[src/design/t04_alu_pkg.sv]
`default_nettype none

package t04_alu_pkg;

    typedef logic [31:0] word_t;  // operands, result, pc and target

    // one code per alu function, plus a real error code
    typedef enum logic [4:0] {
        OP_ADD  = 5'd0,
        OP_SUB  = 5'd1,
        OP_SLL  = 5'd2,
        OP_SLT  = 5'd3,
        OP_SLTU = 5'd4,
        OP_XOR  = 5'd5,
        OP_SRL  = 5'd6,
        OP_SRA  = 5'd7,
        OP_OR   = 5'd8,
        OP_AND  = 5'd9,
        OP_BEQ  = 5'd10,
        OP_BNE  = 5'd11,
        OP_BLT  = 5'd12,
        OP_BGE  = 5'd13,
        OP_BLTU = 5'd14,
        OP_BGEU = 5'd15,
        OP_ERR  = 5'd16
    } operation_t;

    typedef enum logic [6:0] {
        OPC_RTYPE  = 7'b0110011,
        OPC_ITYPE  = 7'b0010011,
        OPC_BRANCH = 7'b1100011
    } opcode_t;

    localparam logic [6:0] FUNCT7_ALT  = 7'b0100000;  // sub, sra, srai
    localparam logic [6:0] FUNCT7_BASE = 7'b0000000;

    localparam int SHAMT_BITS = 5;

    // instruction field positions
    localparam int OPCODE_MSB = 6;
    localparam int OPCODE_LSB = 0;
    localparam int FUNCT3_MSB = 14;
    localparam int FUNCT3_LSB = 12;
    localparam int FUNCT7_MSB = 31;
    localparam int FUNCT7_LSB = 25;

endpackage

`default_nettype wire

[src/design/t04_imm_gen.sv]
`timescale 1ns/1ps
`default_nettype none

module t04_imm_gen
    import t04_alu_pkg::*;
(
    input  word_t instr,
    output word_t imm
);

    logic [6:0] opcode;
    word_t      imm_i;
    word_t      imm_b;

    assign opcode = instr[OPCODE_MSB:OPCODE_LSB];

    // i-type: imm[11:0] sits in bits 31..20
    assign imm_i = {{20{instr[31]}}, instr[31:20]};

    // b-type: scattered offset, always even
    assign imm_b = {
        {19{instr[31]}},
        instr[31],          // imm[12]
        instr[7],           // imm[11]
        instr[30:25],       // imm[10:5]
        instr[11:8],        // imm[4:1]
        1'b0
    };

    always_comb
    begin
        case (opcode)
            OPC_ITYPE:  imm = imm_i;
            OPC_BRANCH: imm = imm_b;
            default:    imm = '0;  // r-type and unsupported opcodes
        endcase
    end

endmodule

`default_nettype wire

[config.mk]
export PLATFORM = sky130hd
export DESIGN_NAME = t04_imm_gen
export DESIGN_NICKNAME = d
export VERILOG_FILES = /design/src/design/t04_alu_pkg.sv /design/src/design/t04_imm_gen.sv
export SDC_FILE = /design/constraint.sdc
export NUM_CORES = 1
export LEC_CHECK = 0
export ABC_AREA = 1
export BUFFER_PORTS_ARGS = -buffer_cell sky130_fd_sc_hd__buf_2
export CAP_MARGIN = 20
export CORE_AREA = 2 2 39 41
export DETAILED_ROUTE_END_ITERATION = 7
export DIE_AREA = 0 0 41 43
export PLACE_DENSITY = 0.83
export SLEW_MARGIN = 40
export SYNTH_ARGS = -nofsm -noshare
export SYNTH_HDL_FRONTEND = slang
export SYNTH_SLANG_ARGS = --single-unit
export TNS_END_PERCENT = 100
[constraint.sdc]
create_clock -name vclk -period 2.2
set_input_delay 0.22 -clock vclk [all_inputs]
set_output_delay 0.22 -clock vclk [all_outputs]
set_load 0.005 [all_outputs]
After elaboration in Yosys (flattened, before gate mapping)

Cells that the tools add are included.
Widths: inputs -> output; s select.

Register bits after elaboration: 0
Input bits: 32
Output and inout bits: 32
Logic and storage cells: 3

Equal/unequal tests: 2
Muxes and demuxes: 1

Operators with widths:

| cell               | number |
|---|---|
| $pmux 32 s2        | 1 |
| $eq 7x5->1 const B | 1 |
| $eq 7x7->1 const B | 1 |

Longest topological paths before layout

Gate-level depths: netlist of run 1.

Word-level depth: 2
Depth in mapped cells: 7
Mapped depth without buffers: 6

Worst setup path after synthesis of run 1

OpenSTA, ideal clock, no wires.

Kind: input port to output port
Start point: in instr[5]
End point: out imm[13]
Data arrival time: 1.160 ns
Required time: 1.980 ns
Path slack: 0.820 ns
Stages: 6
Buffers on the path: 1
Cells stage by stage: nor2_1 > nand2_1 > inv_2 > nand3_1 > nand2_1 > buf_4

Longest elaborated chain between the ends: 2
Elaborated cells on any way between the ends: 3
Those cells by class: 2 x eq/ne; 1 x mux

RTL lines:

| item                                     | RTL line          | source |
|---|---|---|
| from (decl)                              | t04_imm_gen.sv:7  | `input word_t instr,` |
| $eq 7x7->1 or $eq 7x5->1 (tied branches) | t04_imm_gen.sv:32 | `case (opcode)` |
| $pmux 32 s2 (*)                          | t04_imm_gen.sv:32 |  |
| to (decl)                                | t04_imm_gen.sv:8  | `output word_t imm` |

Mark *: on every way between the ends. The rest lies on a longest branch, timed or not.

Final worst setup path of run 1

Start point: in instr[5]
End point: out imm[17]

Same word-level chain as after synthesis.

==> key figures, run 1 <==
Status
  – Status: finished, final reports clean

Layout
  – Clkbuf count: 0
  – P&R area growth vs syn: 38.0%
  – Count of flip-flops and latches: 0
  – Diodes inserted: 0
  – Final nets: 136
  – Fraction of layout cells with a size suffix above 1: 59.8%
  – Fin area: 518 sq um
  – Seq. cell area: 0 sq um
  – Final std cells w/o fill: 118
  – Most common cell after layout, fill and taps aside: buf_2
  – Most frequent cells in the layout: 56 x buf_2, 20 x nand3_1, 14 x nand2_1, 4 x inv_1, 2 x clkinv_4

STA
  – Max Slew Vio Count: 0
  – RSZ-0062 raised after global routing: no
  – Final worst-path cycle share: 68.3%
  – Final Hold Fails: 0
  – Worst-margin pin slew: 0.393 ns
  – Tmin final: 1.50 ns
  – Max_slew headroom: 73.8%
  – Setup_tns: 0 ns
  – Final setup viols: 0
  – Achievable clock frequency: 0.666 GHz

Power
  – Power density cells: 77.9 nW/um^2
  – Worst vdd ir: 0.0000374 V
  – LEAKAGE: 0.000418 uW

GRT
  – Largest net degree at the start of global routing: 21
  – First-pass GRT wire length: 1370 um
  – Grt ovf: 0
  – GRT Overall Usage: 9.99%
  – Vias in the first global route: 347
  – Initial antenna violation count: 0

Placed design
  – IO Port Bufs: 56
  – Final HPWL DP: 775 um
  – Dpl cell area: 518 sq um
  – Final Wtd Congestion: 0.672
  – Placed cells: 118

Hold path
  – Hold depth: 4
  – Min-delay src: instr[28]
  – Hold Crit Endpoint: imm[8]
  – Worst min path class: input pin to output pin

Die
  – Die X: 41 um
  – Std cell rows: 14
  – Die boundary height: 43 um
  – Die area: 1760 sq um
  – # IOs: 64
  – Core Area: 1380 sq um
  – Initial core utilization: 27.1%

Critical path
  – CP required: 1.98 ns
  – Crit-path cells: buf_2 -> nor2_1 -> nand2_1 -> inv_2 -> nand3_1 -> nand2_1 -> buf_2
  – Critical path data arrival time: 1.28 ns
  – CP endpoint kind: output pin
  – Max incr delay on CP: 0.32 ns
  – Crit Path Max Fanout: 20
  – Startpoint types: input pin
  – Max stage delay cell, worst path: nand2_1
  – Critical path class: input pin to output pin

CTS
  – Setup bufs post-CTS: 0
  – CTS resizes: 0
  – Hold buffer count at CTS: 0

Yosys
  – Yosys warns: 0
  – Netlist cell types: 12
  – Mapped Cells: 66
  – Mapped Nets: 98
  – Seq/Total Area, Yosys: 0%
  – Mapped cell area: 375 sq um
  – Avg Cell Area, Syn: 5.69 sq um

Flow run
  – Max Cap Viol: 0

Routing
  – Post-DR vias/cell: 4.33
  – Final ANT Viol Nets: 0
  – 1st-iter DRT viols: 2
  – Routed vias: 511
  – Wire per inst: 7.65 um
  – Drc violations: 0
  – WL final: 903 um
  – Drt pass-1 iters: 3
[synthesized netlist by cell type (all sizes together)]
cell / count / area share (%)
nand3: 20 / 27
a21oi: 1 / 1.3
nor2: 2 / 2.7
nand2: 15 / 16
nor3b: 1 / 2.0
buf: 20 / 42
clkinv: 2 / 4.7
inv: 5 / 5.0
[how the worst max path moves through the flow]
stage                     startpoint      end  slack, ns
after detailed placement    instr[5]  imm[17]       0.67
final                       instr[5]  imm[17]       0.70
after floorplan             instr[5]  imm[13]       0.82
after global routing        instr[5]  imm[23]       0.43
after CTS                   instr[5]  imm[17]       0.66
after global placement      instr[5]  imm[14]       0.72
[worst max-delay path, delay by kind of cell]
family        cells  cell delay, ns
simple gates      4            0.61
buf+inv           3            0.45
[cell type report]
| cell class | count | area (sq um) |
|---|---|---|
| Inverter | 7 | 36.3 |
| Fill cell | 147 | 866 |
| Timing Repair Buffer | 56 | 280 |
| Tap cell | 16 | 20.0 |
| Multi-Input combinational cell | 39 | 181 |
[kinds of logic (layout without fill, tap and decap cells)]
group,after synthesis,after routing,synth area share [%]
simple gates,38,38,47.0
buf+inv,27,63,51.7
compound gates,1,1,1.33
[stage by stage]
| stage | setup slack, ns | hold slack (ns) | power [uW] | utilization [%] |
|---|---|---|---|---|
| 2_1_floorplan | 0.820 | 0.519 | 17.3 | - |
| 6_report | 0.698 | 0.687 | 40.3 | 37.4 |
| 5_1_grt | 0.433 | 0.718 | 45.8 | 37.4 |
| 3_5_place_dp | 0.668 | 0.685 | 40.6 | 37.4 |
| 4_1_cts | 0.665 | 0.689 | 40.6 | 37.4 |
| 3_3_place_gp | 0.725 | 0.686 | 39.3 | 37.4 |
[per-layer routing]
metal | routed length [um] | GRT usage [%] | part of all wire, % | vias up
met2 | 416 | 19.7 | 46 | 43
met3 | 154 | 0 | 17 | 0
li1 | - | - | - | 268
met5 | 0 | 0 | 0 | -
met4 | 0 | 0 | 0 | 0
met1 | 332 | 11.7 | 37 | 200
[power by group]
part	switching, uW	internal (uW)	total (uW)
clock network	0	0	0
logic	19.6	20.7	40.3
registers	0	0	0
Note: power is estimated with default switching activity, not from simulation.
==> run 2, diff against run 1 <==
==> constraint.sdc (replaced) <==
create_clock -name vclk -period 1.5
set_input_delay 0.15 -clock vclk [all_inputs]
set_output_delay 0.15 -clock vclk [all_outputs]
set_load 0.005 [all_outputs]
==> run 2 against run 1 <==
  * Via count grew 3.1%
  * Cell area is 1.9% higher
  * Sequential share of layout area unchanged
  * Combinational power rose by 52%
  * Die area unchanged
  * Power is 51% higher
  * Wire length is 9.1% higher
  * Hold slack lost 0.14 ns
  * Non-clock buffer count rose by 1
  * Critical endpoint unchanged
==> key figures, run 2 (same netlist as run 1, synthesis figures left out) <==
Die
  – Core Area: 1380 sq um
  – Die X: 41 um
  – Initial core utilization: 27.1%
  – Die boundary height: 43 um
  – Die area: 1760 sq um
  – Std cell rows: 14
  – # IOs: 64

Power
  – Net Sw Frac: 48.1%
  – Logic gate share of total power: 100.0%
  – Clk pwr share: 0%
  – Power density cells: 116 nW/um^2
  – Power share of the sequential group: 0%
  – Int Power: 31.7 uW
  – Switching power: 29.4 uW
  – Worst vdd ir: 0.0000618 V
  – LEAKAGE: 0.000423 uW

Critical path
  – Crit Path Max Fanout: 20
  – Max stage delay cell, worst path: nand2_2
  – CP endpoint kind: output pin
  – Crit-path cells: buf_2 -> nor2_2 -> nand2_2 -> clkinv_4 -> nand3_1 -> nand2_2 -> buf_2
  – Startpoint types: input pin
  – Max incr delay on CP: 0.21 ns
  – Critical path class: input pin to output pin
  – Delay-heaviest family, CP: simple AND/OR/NAND/NOR gates
  – WP buf/inv: 3
  – Critical path data arrival time: 1.07 ns
  – CP required: 1.35 ns

STA
  – Achievable clock frequency: 0.822 GHz
  – Tmin final: 1.22 ns
  – RSZ-0062 raised after global routing: no
  – Worst-margin pin slew: 0.228 ns
  – Max_slew headroom: 84.8%
  – Hold WS: 0.550 ns
  – Setup_tns: 0 ns
  – Max Slew Vio Count: 0
  – Final Hold Fails: 0
  – Final worst-path cycle share: 81.1%
  – Final setup viols: 0

Layout
  – Fraction of layout cells with a size suffix above 1: 61.2%
  – P&R area growth vs syn: 40.7%
  – Fin area: 528 sq um
  – Count of flip-flops and latches: 0
  – Most frequent cells in the layout: 56 x buf_2, 20 x nand3_1, 13 x nand2_1, 4 x inv_1
  – Most common cell after layout, fill and taps aside: buf_2
  – Clkbuf count: 0
  – # fillers: 156
  – Seq. cell area: 0 sq um
  – Final nets: 137
  – Final Core Density: 38.2%
  – Diodes inserted: 0

Routing
  – Routed vias: 527
  – Final ANT Viol Nets: 0
  – 1st-iter DRT viols: 3
  – Post-DR vias/cell: 4.43
  – WL final: 985 um
  – Drt pass-1 iters: 3
  – Drc violations: 0
  – Wire per inst: 8.28 um

Flow run
  – Max Cap Viol: 0

GRT
  – First-pass GRT wire length: 1550 um
  – Initial antenna violation count: 0
  – GRT Overall Usage: 11.4%
  – Largest net degree at the start of global routing: 21
  – Grt ovf: 0
  – Vias in the first global route: 423

Placed design
  – Final HPWL DP: 868 um
  – Final Wtd Congestion: 0.673
  – Dpl cell area: 526 sq um
  – IO Port Bufs: 56

Status
  – Status: finished, final reports clean

CTS
  – Setup bufs post-CTS: 0

Hold path
  – Worst min path class: input pin to output pin
-- run 2: path summary, 6_finish.rpt --
path | cells after the start | to | startpoint
setup / recovery | 7 | imm[17] | instr[3]
hold / removal | 4 | imm[10] | instr[30]
-- run 2: power by group through the flow --
stage | clock [uW] | combinational, uW | sequential, uW
global route | 0 | 69.0 | 0
CTS | 0 | 61.7 | 0
floorplan | 0 | 25.4 | 0
detailed placement | 0 | 61.6 | 0
finish | 0 | 61.1 | 0
global placement | 0 | 59.6 | 0
-- run 2: layout make-up --
type / instances / area (sq um) / area share (%)
inverter: 7 / 36.3 / 6.87
multi-input combinational: 39 / 184 / 34.8
tap: 16 / 20.0 / 3.79
timing repair buffer: 57 / 288 / 54.5
-- run 2: through the flow --
stage,power [uW],std cells,setup slack [ns]
after CTS,61.7,119,0.117
after global placement,59.6,119,0.187
after detailed placement,61.6,119,0.118
after floorplan,25.4,66,0.260
final,61.1,119,0.283
after global routing,69.0,119,0.105
-- run 2: layer usage --
layer  vias to the layer above  share of wire [%]  wire, um  global-route usage (%)
met5                         -                  0         0                       0
met4                         0                  0         0                       0
met3                         0                 16       156                   0.524
met2                        43                 49       478                    23.1
met1                       216                 36       350                    12.3
li1                        268                  -         -                       -
-- run 2: repair_timing --
action | CTS | global route
endpoints found under the setup margin | 0 | 20
gates resized for setup | 0 | 1
hold buffers | 0 | 0
hold endpoints to repair | 0 | 0
